File: src/logic/elevator_pkg.sv
// Shared sizes and types; floor numbers are 4 bits, so at most 16 floors are supported
`default_nettype none

package elevator_pkg;

    //////////////////////////////////////////////////////////////////////
    // Default sizes
    //////////////////////////////////////////////////////////////////////

    // Floors served, lowest floor is 0
    localparam int NUM_FLOORS_DEFAULT = 11;

    // Request queue entries, must be a power of two
    localparam int QUEUE_DEPTH_DEFAULT = 16;

    // Bits needed for a floor number
    localparam int FLOOR_WIDTH = 4;

    //////////////////////////////////////////////////////////////////////
    // Types
    //////////////////////////////////////////////////////////////////////

    // Floor number as seen by every block
    typedef logic [FLOOR_WIDTH-1:0] floor_t;

    // Dispatch FSM
    // IDLE waits for a request, TRAVEL holds until the car reaches the target
    typedef enum logic {
        DISPATCH_IDLE   = 1'b0,
        DISPATCH_TRAVEL = 1'b1
    } dispatch_state_t;

endpackage

`default_nettype wire

File: src/logic/request_latch.sv
// Buttons are held levels; one press is accepted per cycle, panel before call, lowest floor first
`default_nettype none
`timescale 1ns/100ps

module request_latch #(
    parameter int num_floors = elevator_pkg::NUM_FLOORS_DEFAULT
) (
    input  wire                         clock,
    input  wire                         reset_n,
    input  wire  [num_floors-1:0]       floor_call_buttons,
    input  wire  [num_floors-1:0]       panel_buttons,
    input  wire  elevator_pkg::floor_t  current_floor,
    input  wire                         power_switch,
    input  wire                         emergency_btn,
    input  wire                         queue_full,
    input  wire                         arrival,
    output logic [num_floors-1:0]       call_button_lights,
    output logic [num_floors-1:0]       panel_button_lights,
    output logic                        request_valid,
    output elevator_pkg::floor_t        request_floor
);

    logic [num_floors-1:0] here_mask;
    logic [num_floors-1:0] clear_mask;
    logic [num_floors-1:0] panel_ok;
    logic [num_floors-1:0] call_ok;
    logic [num_floors-1:0] panel_set;
    logic [num_floors-1:0] call_set;
    logic                  accept_en;
    logic                  panel_hit;
    logic                  call_hit;
    elevator_pkg::floor_t  panel_floor;
    elevator_pkg::floor_t  call_floor;

    // Lowest set bit of a button vector as a floor number
    function automatic elevator_pkg::floor_t lowest_floor(input logic [num_floors-1:0] vec);
        elevator_pkg::floor_t result;
        result = '0;
        for (int i = num_floors - 1; i >= 0; i--) begin
            if (vec[i]) begin
                result = elevator_pkg::floor_t'(i);
            end
        end
        return result;
    endfunction

    // One-hot position of the car
    always_comb begin
        for (int i = 0; i < num_floors; i++) begin
            here_mask[i] = (current_floor == elevator_pkg::floor_t'(i));
        end
    end

    // A press counts only if its light is dark and the car is elsewhere
    assign panel_ok = panel_buttons & ~panel_button_lights & ~here_mask;
    assign call_ok  = floor_call_buttons & ~call_button_lights & ~here_mask;

    assign accept_en   = power_switch && !emergency_btn && !queue_full;
    assign panel_hit   = |panel_ok;
    assign call_hit    = |call_ok;
    assign panel_floor = lowest_floor(panel_ok);
    assign call_floor  = lowest_floor(call_ok);

    // Request pulse goes straight into the queue at this edge
    assign request_valid = accept_en && (panel_hit || call_hit);
    assign request_floor = panel_hit ? panel_floor : call_floor;

    // Call press loses to a panel press and retries while held
    always_comb begin
        for (int i = 0; i < num_floors; i++) begin
            panel_set[i] = accept_en && panel_hit &&
                           (panel_floor == elevator_pkg::floor_t'(i));
            call_set[i]  = accept_en && !panel_hit && call_hit &&
                           (call_floor == elevator_pkg::floor_t'(i));
        end
    end

    assign clear_mask = arrival ? here_mask : '0;

    //////////////////////////////////////////////////////////////////////
    // Request lights
    //////////////////////////////////////////////////////////////////////

    always_ff @(posedge clock or negedge reset_n) begin
        if (!reset_n) begin
            panel_button_lights <= '0;
            call_button_lights  <= '0;
        end else if (!power_switch) begin
            panel_button_lights <= '0;
            call_button_lights  <= '0;
        end else begin
            panel_button_lights <= (panel_button_lights | panel_set) & ~clear_mask;
            call_button_lights  <= (call_button_lights | call_set) & ~clear_mask;
        end
    end

endmodule

`default_nettype wire

File: src/logic/request_queue.sv
// Circular request FIFO; depth must be a power of two, and a push while full is dropped
`default_nettype none
`timescale 1ns/100ps

module request_queue #(
    parameter int queue_depth = elevator_pkg::QUEUE_DEPTH_DEFAULT
) (
    input  wire                         clock,
    input  wire                         reset_n,
    input  wire                         request_valid,
    input  wire  elevator_pkg::floor_t  request_floor,
    input  wire                         arrival,
    input  wire                         power_switch,
    output elevator_pkg::floor_t        head_floor,
    output logic                        queue_empty,
    output logic                        queue_full
);

    localparam int ptr_width   = (queue_depth > 1) ? $clog2(queue_depth) : 1;
    localparam int count_width = $clog2(queue_depth + 1);

    elevator_pkg::floor_t   entries [queue_depth];
    logic [ptr_width-1:0]   wr_ptr;
    logic [ptr_width-1:0]   rd_ptr;
    logic [count_width-1:0] count;
    logic                   push;
    logic                   pop;

    // Pointer advance with wrap at the last entry
    function automatic logic [ptr_width-1:0] next_ptr(input logic [ptr_width-1:0] ptr);
        logic [ptr_width-1:0] result;
        if (ptr == ptr_width'(queue_depth - 1)) begin
            result = '0;
        end else begin
            result = ptr + 1'b1;
        end
        return result;
    endfunction

    assign push        = request_valid && !queue_full;
    assign pop         = arrival && !queue_empty;
    assign queue_empty = (count == '0);
    assign queue_full  = (count == count_width'(queue_depth));
    assign head_floor  = entries[rd_ptr];

    always_ff @(posedge clock) begin
        if (push) begin
            entries[wr_ptr] <= request_floor;
        end
    end

    // Power off flushes by rewinding the pointers
    always_ff @(posedge clock or negedge reset_n) begin
        if (!reset_n) begin
            wr_ptr <= '0;
            rd_ptr <= '0;
            count  <= '0;
        end else if (!power_switch) begin
            wr_ptr <= '0;
            rd_ptr <= '0;
            count  <= '0;
        end else begin
            if (push) begin
                wr_ptr <= next_ptr(wr_ptr);
            end
            if (pop) begin
                rd_ptr <= next_ptr(rd_ptr);
            end
            case ({push, pop})
                2'b10:   count <= count + 1'b1;
                2'b01:   count <= count - 1'b1;
                default: count <= count;
            endcase
        end
    end

endmodule

`default_nettype wire

File: src/logic/dispatch_control.sv
// Serves the queue head in order; arrival needs the car stopped at the target, doors need it stopped
`default_nettype none
`timescale 1ns/100ps

module dispatch_control #(
    parameter int num_floors = elevator_pkg::NUM_FLOORS_DEFAULT
) (
    input  wire                         clock,
    input  wire                         reset_n,
    input  wire  elevator_pkg::floor_t  head_floor,
    input  wire                         queue_empty,
    input  wire  elevator_pkg::floor_t  current_floor,
    input  wire                         elevator_moving,
    input  wire                         power_switch,
    input  wire                         emergency_btn,
    input  wire                         door_open_btn,
    input  wire                         door_close_btn,
    output elevator_pkg::floor_t        target_floor,
    output logic                        direction_up,
    output logic                        activate_elevator,
    output logic                        arrival,
    output logic                        door_open_allowed,
    output logic                        door_close_allowed
);

    elevator_pkg::dispatch_state_t state;

    logic run_en;
    logic head_in_range;
    logic head_here;
    logic start_travel;
    logic arrival_idle;
    logic arrival_travel;
    logic door_gate;

    assign run_en        = power_switch && !emergency_btn;
    assign head_in_range = int'(head_floor) < num_floors;
    assign head_here     = (head_floor == current_floor);
    assign start_travel  = !queue_empty && head_in_range && !head_here;

    // Head already here, or a bad floor number, is retired without a trip
    assign arrival_idle   = (state == elevator_pkg::DISPATCH_IDLE) && !queue_empty &&
                            (!head_in_range || head_here);
    assign arrival_travel = (state == elevator_pkg::DISPATCH_TRAVEL) &&
                            (current_floor == target_floor);
    assign arrival        = run_en && !elevator_moving && (arrival_idle || arrival_travel);

    //////////////////////////////////////////////////////////////////////
    // Dispatch FSM
    //////////////////////////////////////////////////////////////////////

    always_ff @(posedge clock or negedge reset_n) begin
        if (!reset_n) begin
            state             <= elevator_pkg::DISPATCH_IDLE;
            target_floor      <= '0;
            direction_up      <= 1'b0;
            activate_elevator <= 1'b0;
        end else if (!run_en) begin
            state             <= elevator_pkg::DISPATCH_IDLE;
            activate_elevator <= 1'b0;
        end else begin
            case (state)
                elevator_pkg::DISPATCH_IDLE: begin
                    if (start_travel) begin
                        state        <= elevator_pkg::DISPATCH_TRAVEL;
                        target_floor <= head_floor;
                    end
                end
                elevator_pkg::DISPATCH_TRAVEL: begin
                    if (arrival) begin
                        state             <= elevator_pkg::DISPATCH_IDLE;
                        activate_elevator <= 1'b0;
                    end else if (!activate_elevator) begin
                        // Direction fixed once, while the car is still at the start floor
                        activate_elevator <= 1'b1;
                        direction_up      <= (target_floor > current_floor);
                    end
                end
                default: state <= elevator_pkg::DISPATCH_IDLE;
            endcase
        end
    end

    // Door permissions
    assign door_gate = !elevator_moving && power_switch;

    always_ff @(posedge clock or negedge reset_n) begin
        if (!reset_n) begin
            door_open_allowed  <= 1'b0;
            door_close_allowed <= 1'b0;
        end else begin
            door_open_allowed  <= door_open_btn && door_gate;
            door_close_allowed <= door_close_btn && door_gate;
        end
    end

endmodule

`default_nettype wire

File: src/logic/floor_request_controller.sv
// Floor request controller; needs an external motion sequencer reporting floor and motion
`default_nettype none
`timescale 1ns/100ps

module floor_request_controller #(
    parameter int num_floors  = elevator_pkg::NUM_FLOORS_DEFAULT,
    parameter int queue_depth = elevator_pkg::QUEUE_DEPTH_DEFAULT
) (
    input  wire                         clock,
    input  wire                         reset_n,
    input  wire  [num_floors-1:0]       floor_call_buttons,
    input  wire  [num_floors-1:0]       panel_buttons,
    input  wire                         door_open_btn,
    input  wire                         door_close_btn,
    input  wire                         emergency_btn,
    input  wire                         power_switch,
    input  wire  elevator_pkg::floor_t  current_floor,
    input  wire                         elevator_moving,
    output elevator_pkg::floor_t        target_floor,
    output logic                        direction_up,
    output logic                        activate_elevator,
    output logic [num_floors-1:0]       call_button_lights,
    output logic [num_floors-1:0]       panel_button_lights,
    output logic                        door_open_allowed,
    output logic                        door_close_allowed
);

    logic                 request_valid;
    elevator_pkg::floor_t request_floor;
    elevator_pkg::floor_t head_floor;
    logic                 queue_empty;
    logic                 queue_full;
    logic                 arrival;

    request_latch #(
        .num_floors (num_floors)
    ) request_latch_inst (
        .clock               (clock),
        .reset_n             (reset_n),
        .floor_call_buttons  (floor_call_buttons),
        .panel_buttons       (panel_buttons),
        .current_floor       (current_floor),
        .power_switch        (power_switch),
        .emergency_btn       (emergency_btn),
        .queue_full          (queue_full),
        .arrival             (arrival),
        .call_button_lights  (call_button_lights),
        .panel_button_lights (panel_button_lights),
        .request_valid       (request_valid),
        .request_floor       (request_floor)
    );

    request_queue #(
        .queue_depth (queue_depth)
    ) request_queue_inst (
        .clock         (clock),
        .reset_n       (reset_n),
        .request_valid (request_valid),
        .request_floor (request_floor),
        .arrival       (arrival),
        .power_switch  (power_switch),
        .head_floor    (head_floor),
        .queue_empty   (queue_empty),
        .queue_full    (queue_full)
    );

    dispatch_control #(
        .num_floors (num_floors)
    ) dispatch_control_inst (
        .clock              (clock),
        .reset_n            (reset_n),
        .head_floor         (head_floor),
        .queue_empty        (queue_empty),
        .current_floor      (current_floor),
        .elevator_moving    (elevator_moving),
        .power_switch       (power_switch),
        .emergency_btn      (emergency_btn),
        .door_open_btn      (door_open_btn),
        .door_close_btn     (door_close_btn),
        .target_floor       (target_floor),
        .direction_up       (direction_up),
        .activate_elevator  (activate_elevator),
        .arrival            (arrival),
        .door_open_allowed  (door_open_allowed),
        .door_close_allowed (door_close_allowed)
    );

endmodule

`default_nettype wire

File: config.mk
export PLATFORM = sky130hd
export DESIGN_NAME = floor_request_controller
export DESIGN_NICKNAME = d
export VERILOG_FILES = /design/src/logic/elevator_pkg.sv /design/src/logic/request_latch.sv /design/src/logic/request_queue.sv /design/src/logic/dispatch_control.sv /design/src/logic/floor_request_controller.sv
export SDC_FILE = /design/constraint.sdc
export NUM_CORES = 1
export LEC_CHECK = 0
export BUFFER_PORTS_ARGS = -buffer_cell sky130_fd_sc_hd__buf_2
export CAP_MARGIN = 40
export CORE_ASPECT_RATIO = 0.8
export CORE_UTILIZATION = 30
export CTS_CLUSTER_DIAMETER = 60
export CTS_CLUSTER_SIZE = 8
export DETAILED_ROUTE_END_ITERATION = 10
export PLACE_DENSITY_LB_ADDON = 0.2
export SKIP_LAST_GASP = 1
export SYNTH_ARGS = -nofsm -noshare
export SYNTH_HDL_FRONTEND = slang
export SYNTH_SLANG_ARGS = --single-unit
File: constraint.sdc
create_clock -name clock -period 4.9 [get_ports clock]
set_clock_uncertainty 0.1 [all_clocks]
set_input_delay 0.49 -clock clock [delete_from_list [all_inputs] [get_ports clock]]
set_output_delay 0.49 -clock clock [all_outputs]
set_load 0.02 [all_outputs]
==> results of run 1 <==
-- final cells by class --
class / instances / area [um2] / share of cell area
repair buffers: 76 / 443 / 0.0662
clock buffers: 10 / 229 / 0.0342
well taps: 253 / 317 / 0.0473
inverters: 23 / 86.3 / 0.0129
flip-flops and latches: 108 / 3020 / 0.452
multi-input cells: 375 / 2540 / 0.379
clock inverters: 6 / 58.8 / 0.00878
-- power by group --
part	internal (uW)	switching, uW
Clock	358	365
Combinational	142	239
Sequential	1000	36.1
-- metrics by stage --
| step | std cells | utilization | hold WS (ns) |
|---|---|---|---|
| after global routing | 851 | 0.362 | 0.286 |
| after CTS | 851 | 0.362 | 0.274 |
| final | 851 | 0.362 | 0.272 |
| after detailed placement | 834 | 0.346 | 0.348 |
| after floorplan | 527 | - | 0.0944 |
| after global placement | 833 | 0.345 | 0.401 |
-- state kept, by name, summed over array words and instances, names as in the netlist --
name                                      count
request_queue_inst.entries                   64
request_latch_inst.call_button_lights        11
request_latch_inst.panel_button_lights       11
request_queue_inst.count                      5
dispatch_control_inst.target_floor            4
request_queue_inst.rd_ptr                     4
request_queue_inst.wr_ptr                     4
dispatch_control_inst.activate_elevator       1
dispatch_control_inst.direction_up            1
dispatch_control_inst.door_close_allowed      1
dispatch_control_inst.door_open_allowed       1
dispatch_control_inst.state                   1
-- final timing paths --
path / slack [ns] / to / startpoint / cells after the start
worst max-delay path: 0.41 / request_queue_inst.count[4] / request_queue_inst.rd_ptr[0] / 17
worst min register to register: 0.42 / dispatch_control_inst.target_floor[1] / dispatch_control_inst.target_floor[1] / 1
max in group asynchronous: 3.67 / request_queue_inst.rd_ptr[1] / reset_n / 3
min in group asynchronous: 0.50 / dispatch_control_inst.target_floor[0] / reset_n / 2
worst max register to register: 0.41 / request_queue_inst.count[4] / request_queue_inst.rd_ptr[0] / 17
worst min-delay path: 0.27 / dispatch_control_inst.door_open_allowed / elevator_moving / 2
-- placed cells by master (no fill, tap or decap), drive strengths merged, types with 4 or more instances in the layout --
cell type,instances
dfrtp,44
ha,11
nand3b,5
nor3,14
a21oi,44
nor3b,10
o21a,4
and2,12
nand4,5
a22oi,6
and3,12
nand2,30
nor2,50
mux2,5
clkbuf,10
inv,25
o21ai,21
or3,5
edfxtp,64
nor2b,14
nor4b,7
mux2i,30
nand3,12
nand2b,7
nor4,6
a211oi,4
buf,75
-- worst register-to-register path, stage by stage, from the launching register on --
cell      delay [ns]
dfrtp_1         0.65
mux4_2          0.61
or3_1           0.32
nand4b_1        0.10
nand4_1         0.18
nor4b_2         0.29
a22oi_2         0.09
nand2b_1        0.19
nor2_1          0.18
xnor2_1         0.11
ha_1            0.26
or3_1           0.31
a21oi_1         0.16
nor4_1          0.06
nor3_1          0.37
nand2_1         0.10
o221ai_1        0.19
o22ai_1         0.10
-- layer usage --
layer,up-vias,GRT usage
li1,2112,-
met1,2222,0.261
met2,131,0.241
met3,11,0.0348
met4,0,0.0479
met5,-,0
-- what timing repair did --
item                                   in CTS  in global routing
resized for setup                           0                  0
hold buffers                                1                  0
buffers inserted                            0                  0
endpoints found under the hold margin      15                  0
-- cell families (layout without fill, tap and decap cells) --
logic type,count (synthesis),count (layout),synth area share
adder cells (fa/ha/maj),11,11,0.0239
multiplexers,38,38,0.0736
flip-flops,108,108,0.524
AO/OA/AOI/OAI,116,116,0.130
XOR/XNOR,4,4,0.00608
AND/OR/NAND/NOR,206,206,0.207
buffers and inverters,44,115,0.0352
==> impl_metrics.json, run 1 <==
{
  "status": "finished, final reports clean",
  "end_kind": "register",
  "dp_hpwl_mm": 12.0,
  "ys_warn_count": 0,
  "drtAntennaViolNets": 0,
  "antenna_found_initial": 0,
  "powerDensity_nw_per_um2": 320,
  "power_uw": 2140,
  "critPathKind": "register to register",
  "n_fill_cell": 1857,
  "holdCritPathClass": "primary input to register",
  "synth-async-reset-ratio": 0.407,
  "pin_count": 63,
  "synth.distinct_cells": 75,
  "syn_area_per_cell_um2": 10.9,
  "nets": 637,
  "syn_to_final_growth_pct": 16.1,
  "yosysTopAreaCellShare": 0.333,
  "synth-seq-area-share": 0.524,
  "antennaDiodeCount": 0,
  "drive_gt1_frac": 0.189,
  "synth-seq-cells": 108,
  "clkSinkCount": 108,
  "vias_per_cell": 5.26,
  "path_clk_slew_ns": 0.08,
  "worstPathMaxFanout": 13,
  "initial_core_util": 0.312,
  "grt_max_degree": 30,
  "synth_edf_count": 64,
  "synth_area_leaders": "edfxtp_1 33%, dfrtp_1 19%, mux2i_1 5.2%",
  "core-area_um2": 18500,
  "grt_overflow": 0,
  "via_count": 4476,
  "slew_headroom": 0.415,
  "h-tree-depth": 3,
  "path_cells": "mux4_2, or3_1, nand4b_1, nand4_1, nor4b_2, a22oi_2, nand2b_1, nor2_1, xnor2_1, ha_1, or3_1, a21oi_1, nor4_1, nor3_1, nand2_1, o221ai_1, o22ai_1",
  "synth_common_cells": "64 x edfxtp_1, 49 x nor2_1, 44 x a21oi_1, 44 x dfrtp_1",
  "timing.final.crit_period_ns": 4.49,
  "slowest_delay_ns": 0.65,
  "final_cell_area_um2": 6700,
  "io_buffers": 62,
  "m1WireLength_mm": 8.21,
  "die_area_um2": 19800,
  "fin_tns_setup_ns": 0,
  "cts_root_buffer": "clkbuf_16",
  "dp_slack_ns": 0.373,
  "cts_buffer_depth": 2,
  "cap_violations": 0,
  "crit_family": "simple AND/OR/NAND/NOR gates",
  "syn_area_um2": 5760,
  "drt-total-wl_mm": 16.0,
  "clk_latency_ns": 0.36,
  "wl_met2_mm": 6.70,
  "wl_met3_um": 915,
  "placed_cell_area_um2": 6400,
  "crit_buf_inv": 0,
  "rsz0062_at_grt": "no",
  "worst_ep_required_time_ns": 5.04,
  "die_h_um": 126,
  "yosys_most_used_dff": "edfxtp_1",
  "grt_pass1_vias": 4327,
  "drv_slew": 0,
  "gp_congestion": 0.863,
  "arrival_ns": 4.64,
  "setup_slack_ns": 0.407,
  "crit_slowest_cell": "dfrtp_1",
  "finalCritPeriodShare": 0.917,
  "irDropWorstVdd_mv": 0.167,
  "first_pass_iters": 5,
  "grtUsageTotal": 0.171,
  "synth_top_cell_by_area": "edfxtp_1",
  "synthesis.nets": 571,
  "top_layer_used": "met4",
  "drc": 0,
  "cp_common_cell": "or3_1",
  "syn_inst": 527,
  "fmax_ghz": 0.223,
  "cts_made_buffers": 9,
  "finalHoldViolCount": 0,
  "die_x_um": 157,
  "cts_tree": "yes",
  "dr.first_iter.drc_count": 434,
  "rows": 44,
  "wl_per_cell_um": 18.8,
  "yosysMostFrequentCell": "edfxtp_1",
  "p_leak_uw": 0.00265,
  "worst_pin_slew_ns": 0.872,
  "finalSetupViolCount": 0,
  "grt_pass1_wl_mm": 25.2,
  "critPathLaunchType": "register"
}
No activity file was read; power rests on OpenSTA's default activity.
==> run 2: changes to the inputs <==
--- a/config.mk
+++ b/config.mk
@@ -7,7 +7,6 @@
 export LEC_CHECK = 0
 export BUFFER_PORTS_ARGS = -buffer_cell sky130_fd_sc_hd__buf_2
 export CAP_MARGIN = 40
-export CORE_ASPECT_RATIO = 0.8
 export CORE_UTILIZATION = 30
 export CTS_CLUSTER_DIAMETER = 60
 export CTS_CLUSTER_SIZE = 8
==> constraint.sdc (replaced) <==
create_clock -name clock -period 4.82 [get_ports clock]
set_clock_uncertainty 0.1 [all_clocks]
set_input_delay 0.482 -clock clock [delete_from_list [all_inputs] [get_ports clock]]
set_output_delay 0.482 -clock clock [all_outputs]
set_load 0.02 [all_outputs]
==> impl_metrics.json, run 2 (synthesis results as in run 1) <==
{
  "grt_max_degree": 45,
  "vias_per_cell": 5.26,
  "fin_tns_setup_ns": 0,
  "cts_root_buffer": "clkbuf_16",
  "p_leak_uw": 0.00263,
  "grt_overflow": 0,
  "syn_to_final_growth_pct": 15.0,
  "final_cell_area_um2": 6630,
  "grt_pass1_wl_mm": 23.7,
  "largest_register_ffs": 64,
  "layoutNonFillerInstCount": 830,
  "timing.final.crit_period_ns": 4.37,
  "io_buffers": 62,
  "drive_gt1_frac": 0.190,
  "ctsHoldBuffers": 0,
  "critPathKind": "register to register",
  "initial_core_util": 0.307,
  "clkSinkCount": 108,
  "cts_tree": "yes",
  "pin_count": 63,
  "critPathLaunchType": "register",
  "r2r_setup_slack_ns": 0.45,
  "dp_hpwl_mm": 11.0,
  "finalCritPeriodShare": 0.906,
  "rsz0062_at_grt": "no",
  "cts_buffer_depth": 2,
  "slew_headroom": 0.417,
  "end_kind": "register",
  "placed_cell_area_um2": 6350,
  "top_regs": "request_queue_inst.entries (64), request_latch_inst.call_button_lights (11), request_latch_inst.panel_button_lights (11)",
  "nets": 635,
  "worst_ep_required_time_ns": 4.94,
  "antenna_found_initial": 0,
  "cts_made_buffers": 9,
  "cap_violations": 0,
  "holdCritPathClass": "primary input to async pin",
  "via_count": 4366,
  "drv_slew": 0,
  "worstPathMaxFanout": 20,
  "clk_latency_ns": 0.36,
  "worst_pin_slew_ns": 0.870,
  "die_h_um": 141,
  "status": "finished, final reports clean",
  "postLayoutCoreUtil": 0.353,
  "irDropWorstVdd_mv": 0.158,
  "final_cell_mix": "64 x edfxtp_1, 62 x buf_2, 49 x nor2_1",
  "gp_congestion": 0.862,
  "cts_setup_buffers": 0,
  "path_clk_slew_ns": 0.08,
  "first_pass_iters": 5,
  "rows": 50,
  "grtUsageTotal": 0.158,
  "rr_worst_depth": 17,
  "finalSetupViolCount": 0,
  "arrival_ns": 4.49,
  "dr.first_iter.drc_count": 357,
  "drc": 0,
  "die_area_um2": 19800,
  "cts_resized": 0,
  "finalHoldViolCount": 0,
  "core-area_um2": 18800,
  "powerDensity_nw_per_um2": 323,
  "whs_ns": 0.123,
  "n_fill_cell": 1860,
  "die_x_um": 141,
  "fmax_ghz": 0.229,
  "placedCellCount": 814,
  "wl_per_cell_um": 18.3,
  "final_common_cell": "edfxtp_1",
  "drt-total-wl_mm": 15.2,
  "grt_pass1_vias": 4179,
  "drtAntennaViolNets": 0,
  "h-tree-depth": 3,
  "antennaDiodeCount": 0,
  "top_register": "request_queue_inst.entries"
}
## run 2: cell types whose count changed in the layout (fill, tap and decap cells not counted), sizes merged
cell         delta
buf             -1
dlygate4sd3     -1
clkinv          +1
clkbuf          -1
## run 2: routing by layer
layer	vias up	wire [um]	GRT usage
met1	2112	7390	0.224
met3	18	618	0.0228
met2	122	6890	0.245
li1	2114	-	-
met4	0	268	0.0578
met5	-	0	0
## run 2: worst paths after layout
check / start / end
min: reset_n / dispatch_control_inst.target_floor[0]
max: request_queue_inst.rd_ptr[0] / request_queue_inst.count[4]
max in group asynchronous: reset_n / request_queue_inst.rd_ptr[0]
min reg2reg: request_latch_inst.panel_button_lights[10] / request_latch_inst.panel_button_lights[10]
min in group clock: elevator_moving / dispatch_control_inst.door_open_allowed
max reg2reg: request_queue_inst.rd_ptr[0] / request_queue_inst.count[4]
## run 2: per-stage QoR
stage                     total power, uW  setup slack, ns
final                                2140            0.452
after floorplan                      1320            0.802
after global routing                 2240            0.130
after CTS                            2160            0.203
after detailed placement             1460            0.242
after global placement               1450            0.341
## run 2: area by class of cell
class / count / area (um2) / area share
clock buffer: 9 / 225 / 0.0340
sequential: 108 / 3020 / 0.456
clock inverter: 7 / 47.5 / 0.00717
multi-input combinational: 375 / 2540 / 0.383
tap: 234 / 293 / 0.0442
timing repair buffer: 74 / 413 / 0.0623
inverter: 23 / 86.3 / 0.0130
## run 2: worst max-delay path, cell delays in order, from the launching register on
cell      delay, ns
dfrtp_2        0.64
mux4_2         0.56
nand2_1        0.09
nand2_1        0.09
mux2_2         0.30
a2111o_1       0.40
a22oi_2        0.18
nand2b_1       0.15
nor2_1         0.07
xnor2_1        0.13
ha_1           0.25
or3_1          0.32
a21oi_1        0.16
nor4_1         0.06
nor3_1         0.34
nand2_1        0.09
o221ai_1       0.19
o22ai_1        0.11
## run 2: report_power, final
| group | switching, uW | total [uW] | internal [uW] |
|---|---|---|---|
| combinational | 237 | 380 | 143 |
| sequential | 39.5 | 1060 | 1020 |
| clock | 346 | 699 | 353 |
